===== config.mk =====
export PLATFORM = sky130hd
export DESIGN_NAME = l2_line_burst_engine_flat
export DESIGN_NICKNAME = d
export VERILOG_FILES = /design/src/logic/l2_smi_pkg.sv /design/src/logic/l2_smi_if.sv /design/src/logic/l2_line_burst_engine.sv /design/src/flat_wrapper.sv
export SDC_FILE = /design/constraint.sdc
export NUM_CORES = 1
export LEC_CHECK = 0
export BUFFER_PORTS_ARGS = -buffer_cell sky130_fd_sc_hd__buf_2
export CAP_MARGIN = 0
export CORE_AREA = 4 4 475 477
export CTS_CLUSTER_SIZE = 8
export DETAILED_ROUTE_END_ITERATION = 12
export DIE_AREA = 0 0 479 481
export SLEW_MARGIN = 20
export SYNTH_ARGS = -nofsm -noshare
export SYNTH_HDL_FRONTEND = slang
export SYNTH_SLANG_ARGS = --single-unit

===== constraint.sdc =====
create_clock -name clk -period 5.55 [get_ports clk]
set_clock_uncertainty 0.2 [all_clocks]
set_input_delay 0.2775 -clock clk [delete_from_list [all_inputs] [get_ports clk]]
set_output_delay 0.2775 -clock clk [all_outputs]
set_load 0.1 [all_outputs]

===== src/logic/l2_smi_pkg.sv =====
// Shared widths, queue constants and enums; imported by every module of the L2 memory interface
package l2_smi_pkg;

	// Line and bus types
	typedef logic [25:0] line_addr_t;
	typedef logic [5:0] set_index_t;
	typedef logic [19:0] l2_tag_t;
	typedef logic [511:0] line_data_t;
	typedef logic [63:0] byte_mask_t;
	typedef logic [31:0] bus_word_t;
	typedef logic [31:0] bus_addr_t;

	// Request identification
	typedef logic [1:0] way_t;
	typedef logic [1:0] unit_t;
	typedef logic [1:0] strand_t;

	typedef enum logic [2:0]
	{
		L2REQ_LOAD = 3'd0,
		L2REQ_STORE = 3'd1,
		L2REQ_FLUSH = 3'd2,
		L2REQ_INVALIDATE = 3'd3
	} l2req_op_t;

	// Burst engine states
	typedef enum logic [2:0]
	{
		SMI_IDLE = 3'd0,
		SMI_WRITE_ADDRESS = 3'd1,
		SMI_WRITE_TRANSFER = 3'd2,
		SMI_READ_ADDRESS = 3'd3,
		SMI_READ_TRANSFER = 3'd4,
		SMI_READ_COMPLETE = 3'd5
	} smi_state_t;

	localparam int REQUEST_QUEUE_DEPTH = 8;
	// Pipeline stages that may still deliver requests after input wait rises
	localparam int L2REQ_LATENCY = 4;
	// 64 byte line over a 32 bit bus
	localparam int BURST_BEATS = 16;
	localparam int PENDING_MISS_ENTRIES = 4;

	// Duplicate flag, fill way, unit, strand, op, way, address, data, mask
	localparam int LOAD_ENTRY_BITS = 1 + 2 * $bits(way_t) + $bits(unit_t) + $bits(strand_t)
		+ $bits(l2req_op_t) + $bits(line_addr_t) + $bits(line_data_t) + $bits(byte_mask_t);
	// Victim address and victim line, 538 bits
	localparam int WB_ENTRY_BITS = $bits(line_addr_t) + $bits(line_data_t);

endpackage


===== src/logic/l2_smi_if.sv =====
// Queue heads toward the burst engine and its dequeue strobes back to the queues
`timescale 1ns/1ps

interface l2_smi_if;
	import l2_smi_pkg::*;

	// Writeback queue head
	logic wb_pending;
	line_addr_t wb_address;
	line_data_t wb_data;

	// Load queue head
	logic ld_pending;
	logic ld_duplicate;
	line_addr_t ld_address;

	// One cycle pulses, each pops its queue
	logic wb_done;
	logic ld_done;

	modport queue
	(
		output wb_pending,
		output wb_address,
		output wb_data,
		output ld_pending,
		output ld_duplicate,
		output ld_address,
		input wb_done,
		input ld_done
	);

	modport engine
	(
		input wb_pending,
		input wb_address,
		input wb_data,
		input ld_pending,
		input ld_duplicate,
		input ld_address,
		output wb_done,
		output ld_done
	);

endinterface


===== src/logic/l2_line_burst_engine.sv =====
// Moves whole cache lines to and from memory as 16-beat bursts on the system bus
`timescale 1ns/1ps

module l2_line_burst_engine
	(
	input logic clk,
	input logic reset_n,
	l2_smi_if.engine smi_bus,
	output l2_smi_pkg::bus_addr_t awaddr_o,
	output logic awvalid_o,
	input logic awready_i,
	output l2_smi_pkg::bus_word_t wdata_o,
	output logic wvalid_o,
	output logic wlast_o,
	input logic wready_i,
	input logic bvalid_i,
	output l2_smi_pkg::bus_addr_t araddr_o,
	output logic arvalid_o,
	input logic arready_i,
	output logic rready_o,
	input logic rvalid_i,
	input l2_smi_pkg::bus_word_t rdata_i,
	output l2_smi_pkg::line_data_t load_buffer_o,
	output logic data_ready_o
	);

	import l2_smi_pkg::*;

	smi_state_t state;
	smi_state_t state_next;
	logic [$clog2(BURST_BEATS)-1:0] beat;
	logic last_beat;
	logic write_resp_pending;
	bus_word_t load_buffer [BURST_BEATS];

	// Line aligned byte addresses
	assign awaddr_o = {smi_bus.wb_address, 6'd0};
	assign araddr_o = {smi_bus.ld_address, 6'd0};

	assign last_beat = (beat == ($clog2(BURST_BEATS))'(BURST_BEATS - 1));

	// Bus levels follow the state directly
	assign awvalid_o = (state == SMI_WRITE_ADDRESS);
	assign wvalid_o = (state == SMI_WRITE_TRANSFER);
	assign wlast_o = wvalid_o && last_beat;
	assign arvalid_o = (state == SMI_READ_ADDRESS);
	assign rready_o = (state == SMI_READ_TRANSFER);
	assign data_ready_o = (state == SMI_READ_COMPLETE);

	// Queue pops
	assign smi_bus.wb_done = wlast_o && wready_i;
	assign smi_bus.ld_done = data_ready_o;

	always_comb
	begin
		state_next = state;
		case (state)
			SMI_IDLE:
			begin
				// Writeback first, so a later load never reads a stale line
				if (smi_bus.wb_pending)
				begin
					if (!write_resp_pending)
						state_next = SMI_WRITE_ADDRESS;
				end
				else if (smi_bus.ld_pending)
				begin
					// Line already fetched by an earlier miss, just hand it back
					if (smi_bus.ld_duplicate)
						state_next = SMI_READ_COMPLETE;
					else
						state_next = SMI_READ_ADDRESS;
				end
			end

			SMI_WRITE_ADDRESS:
				if (awready_i)
					state_next = SMI_WRITE_TRANSFER;

			SMI_WRITE_TRANSFER:
				if (wready_i && last_beat)
					state_next = SMI_IDLE;

			SMI_READ_ADDRESS:
				if (arready_i)
					state_next = SMI_READ_TRANSFER;

			SMI_READ_TRANSFER:
				if (rvalid_i && last_beat)
					state_next = SMI_READ_COMPLETE;

			SMI_READ_COMPLETE:
				state_next = SMI_IDLE;

			default:
				state_next = SMI_IDLE;
		endcase
	end

	always_ff @(posedge clk or negedge reset_n)
	begin
		if (!reset_n)
		begin
			state <= SMI_IDLE;
			beat <= '0;
			write_resp_pending <= 1'b0;
		end
		else
		begin
			state <= state_next;

			// Beat counter restarts at each address phase
			if (awvalid_o || arvalid_o)
				beat <= '0;
			else if ((wvalid_o && wready_i) || (rready_o && rvalid_i))
				beat <= beat + 1'b1;

			// Only one write response outstanding at a time
			if (awvalid_o && awready_i)
				write_resp_pending <= 1'b1;
			else if (bvalid_i)
				write_resp_pending <= 1'b0;
		end
	end

	// Read beat k lands in word k
	always_ff @(posedge clk)
	begin
		if (rready_o && rvalid_i)
			load_buffer[beat] <= rdata_i;
	end

	// Word 0 in the top bits of the line
	always_comb
	begin
		for (int k = 0; k < BURST_BEATS; k++)
			load_buffer_o[(BURST_BEATS - 1 - k) * $bits(bus_word_t) +: $bits(bus_word_t)] =
				load_buffer[k];
	end

	// Write lane for the current beat
	assign wdata_o = smi_bus.wb_data[(BURST_BEATS - 1 - beat) * $bits(bus_word_t)
		+: $bits(bus_word_t)];

endmodule


===== src/flat_wrapper.sv =====
// flat-port wrapper written by rule: the top's interface ports become plain ports
module l2_line_burst_engine_flat import l2_smi_pkg::*;
  (clk, reset_n, awaddr_o, awvalid_o, awready_i, wdata_o, wvalid_o, wlast_o, wready_i, bvalid_i, araddr_o, arvalid_o, arready_i, rready_o, rvalid_i, rdata_i, load_buffer_o, data_ready_o, smi_bus_wb_pending, smi_bus_wb_address, smi_bus_wb_data, smi_bus_ld_pending, smi_bus_ld_duplicate, smi_bus_ld_address, smi_bus_wb_done, smi_bus_ld_done);
  l2_smi_if smi_bus_i ();
  input logic clk;
  input logic reset_n;
  output l2_smi_pkg::bus_addr_t awaddr_o;
  output logic awvalid_o;
  input logic awready_i;
  output l2_smi_pkg::bus_word_t wdata_o;
  output logic wvalid_o;
  output logic wlast_o;
  input logic wready_i;
  input logic bvalid_i;
  output l2_smi_pkg::bus_addr_t araddr_o;
  output logic arvalid_o;
  input logic arready_i;
  output logic rready_o;
  input logic rvalid_i;
  input l2_smi_pkg::bus_word_t rdata_i;
  output l2_smi_pkg::line_data_t load_buffer_o;
  output logic data_ready_o;
  input wire logic [$bits(smi_bus_i.wb_pending)-1:0] smi_bus_wb_pending;
  input wire logic [$bits(smi_bus_i.wb_address)-1:0] smi_bus_wb_address;
  input wire logic [$bits(smi_bus_i.wb_data)-1:0] smi_bus_wb_data;
  input wire logic [$bits(smi_bus_i.ld_pending)-1:0] smi_bus_ld_pending;
  input wire logic [$bits(smi_bus_i.ld_duplicate)-1:0] smi_bus_ld_duplicate;
  input wire logic [$bits(smi_bus_i.ld_address)-1:0] smi_bus_ld_address;
  output wire logic [$bits(smi_bus_i.wb_done)-1:0] smi_bus_wb_done;
  output wire logic [$bits(smi_bus_i.ld_done)-1:0] smi_bus_ld_done;
  assign smi_bus_i.wb_pending = smi_bus_wb_pending;
  assign smi_bus_i.wb_address = smi_bus_wb_address;
  assign smi_bus_i.wb_data = smi_bus_wb_data;
  assign smi_bus_i.ld_pending = smi_bus_ld_pending;
  assign smi_bus_i.ld_duplicate = smi_bus_ld_duplicate;
  assign smi_bus_i.ld_address = smi_bus_ld_address;
  assign smi_bus_wb_done = smi_bus_i.wb_done;
  assign smi_bus_ld_done = smi_bus_i.ld_done;
  l2_line_burst_engine u_core (.clk(clk), .reset_n(reset_n), .smi_bus(smi_bus_i), .awaddr_o(awaddr_o), .awvalid_o(awvalid_o), .awready_i(awready_i), .wdata_o(wdata_o), .wvalid_o(wvalid_o), .wlast_o(wlast_o), .wready_i(wready_i), .bvalid_i(bvalid_i), .araddr_o(araddr_o), .arvalid_o(arvalid_o), .arready_i(arready_i), .rready_o(rready_o), .rvalid_i(rvalid_i), .rdata_i(rdata_i), .load_buffer_o(load_buffer_o), .data_ready_o(data_ready_o));
endmodule

==> flow_metrics.tcl, run 1 <==
set metrics [dict create \
    hp-class "input port to flop" \
    final_hold_viol_count 0 \
    cpPeakStageDelay_ns 0.81 \
    ys_seq_area_frac 0.768 \
    io_buffers 1105 \
    fin_nets 2704 \
    clock_latency_ns 0.63 \
    rsz0062_at_grt "no" \
    final_max_slew_viol_count 0 \
    synthesis.area_mm2 0.0203 \
    grt_max_degree 76 \
    ir_worst_vdd_mv 0.199 \
    cp-start-kind "flop" \
    synth_top_area_cell "edfxtp_1" \
    min_period_over_period 0.732 \
    outcome "finished, final reports clean" \
    wl_per_cell_um 24.6 \
    cts_inserted_buffers 75 \
    synth_top_area_share 0.758 \
    synthCells 936 \
    required_ns 5.07 \
    crit_family "buffers and inverters" \
    drive_above_1_share 0.651 \
    fp-row-count 173 \
    crit_type "flop to primary output" \
    r2r_setup_slack_ns 2.36 \
    ant_nets 0 \
    synth-seq-cells 520 \
    start_util 0.0916 \
    vias 15300 \
    area_delta_synth_final_pct 57.4 \
    cts_tree "done" \
    path_cells "buf_12, mux4_2, a22oi_1, nand2_1, buf_2" \
    ys_types 35 \
    cp_max_fo 75 \
    cts_max_level 3 \
    fin_util 0.144 \
    dpl.hpwl_um 105000 \
    power.density_mw_per_mm2 362 \
    coreArea_mm2 0.221 \
    p_leak_nw 11.6 \
    fmax_ghz 0.246 \
    cts_root_buf "clkbuf_16" \
    io_pins 1222 \
    drtIter0Drc 1135 \
    arrival_ns 3.58 \
    grt_pass1_vias 15500 \
    synth.area.top_cells "edfxtp_1 (76%), mux4_2 (14%), buf_4 (2.7%)" \
    clockBufferDepth 3 \
    nFillCells 24500 \
    fp.dieW_um 479 \
    drtPass1Iterations 5 \
    cts_resized 0 \
    tns_ns 0 \
    drt-total-wl_um 126000 \
    setup_viol_count_final 0 \
    grtUsageTotal 0.104 \
    slew_headroom 0.412 \
    overflow 0 \
    cp-end-kind "primary output" \
    die_h_um 481 \
    grt_pass1_wl_um 156000 \
    clk_pin_slew_ns 0.05 \
    cts.sinks 520 \
    gp_congestion 1.00 \
    cp_num_buf_inv 2 \
    dieArea_mm2 0.230 \
    final.min_clock_period_ns 4.06 \
    cp_slowest_cell "dfrtp_4" \
    avgViaCountPerCell 2.97 \
    maxCapViolations 0 \
    ys_warn_count 0 \
    antenna_found_initial 100 \
    worst_slew_pin_slew_ns 0.882 \
    drc 0 \
    syn_area_per_cell_um2 21.7 \
]
-- cell type report --
class,count,area (um^2),share of cell area
diodes,58,145,0.00455
clock inverters,6,100,0.00313
clock buffers,84,1930,0.0605
multi-input cells,306,4090,0.128
flip-flops and latches,520,15600,0.488
well taps,2975,3720,0.117
repair buffers,1185,6340,0.198
inverters,6,22.5,0.000705
-- routing by layer --
metal | global-route usage | routed length (um) | vias up
met5 | 0 | 108 | -
met4 | 0.0559 | 7360 | 16
met3 | 0.0232 | 9080 | 258
met2 | 0.193 | 66100 | 1224
met1 | 0.108 | 43700 | 7606
li1 | - | - | 6160
-- report_power, final --
part	leakage [nW]	internal [mW]	switching, mW
clock network	0.995	2.48	1.58
registers	4.70	4.37	0.134
logic	5.90	0.968	2.04
total	11.6	7.82	3.75
-- Yosys cell counts --
cell type / n
ha_1: 4
mux4_2: 128
nor3b_1: 2
edfxtp_1: 512
nand2b_1: 4
nor2_1: 15
clkbuf_1: 25
and3b_1: 1
nand4_1: 1
dfrtp_1: 8
nand2_1: 39
and2_1: 2
nand3_1: 1
xnor2_1: 1
nor2b_1: 3
and4bb_1: 1
nor4b_1: 1
buf_6: 5
o211ai_1: 3
and4b_1: 2
a21oi_1: 2
inv_1: 6
nand3b_1: 1
a21boi_0: 1
o21ai_0: 1
buf_1: 1
buf_2: 11
mux2_2: 1
o31ai_1: 4
nor3_1: 5
a22oi_1: 65
conb_1: 1
and3_1: 4
mux2i_1: 2
buf_4: 73
-- cells by family (layout without fill, tap and decap cells) --
| family | Yosys count | after routing | synth area share |
|---|---|---|---|
| buffers and inverters | 121 | 1281 | 0.0384 |
| AOI/OAI and AO/OA | 76 | 76 | 0.0278 |
| xor gates and xnor gates | 1 | 1 | 0.000432 |
| DFF | 520 | 520 | 0.768 |
| other | 1 | 70 | 0.000185 |
| adders and majority gates | 4 | 4 | 0.00247 |
| muxes | 131 | 131 | 0.144 |
| and+or+nand+nor | 82 | 82 | 0.0194 |
-- flip-flops by register name, summed over array words and instances (netlist names) --
name	count
u_core.load_buffer	512
u_core.beat	4
u_core.state	3
u_core.write_resp_pending	1
-- timing repair --
item / CTS / global route
hold buffers: 47 / 0
setup buffers: 0 / 0
hold endpoints to repair: 527 / 0
-- cell usage in the layout (no fill, tap or decap), types with 3 or more instances in the layout --
master	instances
buf_12	7
clkbuf_1	8
nor2_1	5
inv_1	6
buf_4	26
o211ai_1	3
nor3_2	3
mux4_2	128
nand2_1	39
clkbuf_16	76
dfrtp_1	6
dlygate4sd3_1	47
diode_2	58
o31ai_1	4
and3_1	3
nor2_4	10
buf_2	1105
edfxtp_1	512
nand2b_1	4
conb_1	12
a22oi_1	65
ha_1	4
-- per-stage QoR --
step	hold WS (ns)	instance area, um^2	worst slack (ns)	instances	power (mW)
6_report	0.163	31900	1.49	5140	11.6
4_1_cts	0.0664	31800	1.23	5082	11.8
3_5_place_dp	-0.0614	29300	2.01	4945	7.59
5_1_grt	0.117	31900	1.23	5131	12.0
3_3_place_gp	-0.0610	29300	2.01	4945	7.59
2_1_floorplan	-0.218	20300	0.593	947	6.78
-- worst reg2reg max path: stages (launching register included) --
cell	delay, ns
dfrtp_4	0.93
ha_1	0.36
and3_1	0.22
and3_2	0.56
buf_4	0.50
-- worst paths after layout --
check	endpoint	startpoint	depth (start not counted)
min in group asynchronous	u_core.write_resp_pending$_DFFE_PN0P_	reset_n	3
hold reg to reg	u_core.beat[1]$_DFFE_PN0P_	u_core.state[2]$_DFFE_PN0P_	2
setup reg to reg	u_core.load_buffer[15][9]$_DFFE_PP_	u_core.beat[1]$_DFFE_PN0P_	4
hold / removal	u_core.load_buffer[15][23]$_DFFE_PP_	rvalid_i	2
max in group asynchronous	u_core.beat[1]$_DFFE_PN0P_	reset_n	3
setup / recovery	wdata_o[19]	u_core.beat[0]$_DFFE_PN0P_	5
No activity file was read; power rests on OpenSTA's default activity.
==> run 2: changes to the inputs <==
Clock period 5.55 ns to 4 ns, I/O delays scaled along.
==> run 2 against run 1 <==
  * Cell area up 0.81%
  * Non-clock buffer count increased by 14
  * Largest power group unchanged
  * Total power increased by 41%
  * Critical path depth unchanged
  * Worst setup slack worse by 1.3 ns
  * Hold slack lost 0.081 ns
  * Sequential share of layout area down 0.38 points
  * Flip-flop and latch count unchanged
==> flow_metrics.tcl, run 2 (synthesis gave the netlist of run 1 again) <==
set metrics [dict create \
    r2r_setup_slack_ns 0.64 \
    grt_pass1_vias 15600 \
    largest_reg_flops 512 \
    io_buffers 1105 \
    dpl.hpwl_um 101000 \
    drtPass1Iterations 5 \
    cp-end-kind "primary output" \
    p_seq_frac 0.382 \
    combPwrFrac 0.266 \
    clock_latency_ns 0.66 \
    ant_nets 0 \
    drt-total-wl_um 124000 \
    cts_inserted_buffers 75 \
    drtIter0Drc 1059 \
    worst_slew_pin_slew_ns 0.908 \
    crit_type "flop to primary output" \
    drc 0 \
    regMostFlops "u_core.load_buffer" \
    outcome "finished, final reports clean" \
    fmax_ghz 0.262 \
    cp-start-kind "flop" \
    grt_pass1_wl_um 154000 \
    drive_above_1_share 0.656 \
    maxCapViolations 0 \
    final_max_slew_viol_count 0 \
    fp-row-count 173 \
    clockBufferDepth 3 \
    hp-class "input port to flop" \
    avgViaCountPerCell 2.98 \
    gp_congestion 0.985 \
    power.density_mw_per_mm2 506 \
    slew_headroom 0.395 \
    cp_num_buf_inv 2 \
    cp_max_fo 17 \
    rsz0062_at_grt "no" \
    clock_power_share 0.352 \
    layout_common_cells "buf_2 (1,104), edfxtp_1 (512), mux4_2 (128)" \
    ir_worst_vdd_mv 0.297 \
    overflow 0 \
    setup_viol_count_final 0 \
    p_leak_nw 11.7 \
    cpPeakStageDelay_ns 0.78 \
    crit_family "buffers and inverters" \
    r2r_start "u_core.beat[0]$_DFFE_PN0P_" \
    start_util 0.0916 \
    cts_root_buf "clkbuf_16" \
    crit_path_start "u_core.beat[0]$_DFFE_PN0P_" \
    cellInternalPower_mw 10.9 \
    nFillCells 24600 \
    coreArea_mm2 0.221 \
    wl_per_cell_um 24.1 \
    dieArea_mm2 0.230 \
    die_h_um 481 \
    clk_pin_slew_ns 0.05 \
    tns_ns 0 \
    required_ns 3.60 \
    cp_slowest_cell "dfrtp_4" \
    final_common_cell "buf_2" \
    arrival_ns 3.42 \
    grt_max_degree 59 \
    final.min_clock_period_ns 3.82 \
    path_cells "buf_4, mux4_2, a22oi_1, nand2_1, buf_2" \
    top_regs "u_core.load_buffer: 512 flops, u_core.beat: 4 flops, u_core.state: 3 flops" \
    cts.sinks 520 \
    vias 15300 \
    area_delta_synth_final_pct 58.7 \
    min-delay-start "rvalid_i" \
    cts_max_level 3 \
    final_hold_viol_count 0 \
    antenna_found_initial 93 \
    dp_slack_ns 0.324 \
    seq_area_mm2 0.0156 \
    min_period_over_period 0.956 \
    fp.dieW_um 479 \
    multiInputGateArea_mm2 0.00413 \
    netSwitchingFraction 0.330 \
    fin_ws_ns 0.178 \
    switching_power_mw 5.38 \
    fin_nets 2718 \
    grtUsageTotal 0.101 \
    cts_tree "done" \
    io_pins 1222 \
]
==> run 2: changes by cell type in the layout (fill, tap and decap cells not counted), moves of 2 or more <==
cell / delta
diode_2: -15
buf_4: +11
clkinv_16: +5
buf_12: +4
dfrtp_1: -2
dfrtp_2: +2
nor3_2: -2
nor3_4: +2
nor3b_1: -2
==> run 2: path summary, 6_finish.rpt <==
kind | to | depth (start not counted)
min in group asynchronous | u_core.write_resp_pending$_DFFE_PN0P_ | 3
max in group asynchronous | u_core.beat[0]$_DFFE_PN0P_ | 3
max | wdata_o[9] | 5
min | u_core.load_buffer[15][18]$_DFFE_PP_ | 3
min reg2reg | u_core.beat[1]$_DFFE_PN0P_ | 2
max reg2reg | u_core.state[1]$_DFFE_PN0P_ | 7
==> run 2: timing repair <==
item | 4_1_cts | 5_1_grt
buffers inserted | 1 | 0
endpoints found under the setup margin | 8 | 0
hold buffers | 46 | 0
gates resized for setup | 3 | 0
hold endpoints to repair | 524 | 0
==> run 2: power groups by stage <==
stage / Combinational [mW] / Sequential [mW] / Clock, mW
floorplan: 2.97 / 6.44 / 0
global placement: 4.29 / 6.35 / 0
detailed placement: 4.30 / 6.35 / 0
CTS: 4.45 / 6.23 / 5.89
global route: 4.54 / 6.23 / 6.14
finish: 4.33 / 6.23 / 5.73
==> run 2: area by class of cell <==
| class | instances | share of cell area |
|---|---|---|
| multi-input cells | 306 | 0.128 |
| inverters | 6 | 0.000700 |
| flip-flops and latches | 520 | 0.484 |
| clock inverters | 9 | 0.00684 |
| clock buffers | 82 | 0.0591 |
| repair buffers | 1199 | 0.202 |
| diodes | 43 | 0.00334 |
| well taps | 2975 | 0.116 |
==> run 2: through the flow <==
| stage | hold slack, ns | total power, mW | util | instances | area, um^2 |
|---|---|---|---|---|---|
| floorplan | -0.296 | 9.41 | - | 947 | 20400 |
| global placement | -0.138 | 10.6 | 0.133 | 4958 | 29500 |
| detailed placement | -0.137 | 10.7 | 0.133 | 4959 | 29500 |
| CTS | 0.00723 | 16.6 | 0.145 | 5097 | 32100 |
| global route | 0.0378 | 16.9 | 0.145 | 5131 | 32200 |
| finish | 0.0825 | 16.3 | 0.145 | 5140 | 32200 |
==> run 2: worst min-delay path, stage by stage <==
cell	delay (ns)
buf_2	0.13
and3_2	0.19
buf_12	0.19
==> run 2: layer usage <==
layer,track usage,vias to the layer above,part of all wire,routed length (um)
met4,0.0438,28,0.041,5120
met1,0.104,7642,0.34,42200
met3,0.0267,251,0.080,9950
li1,-,6176,-,-
met5,0,-,0.0015,184
met2,0.193,1224,0.54,66200
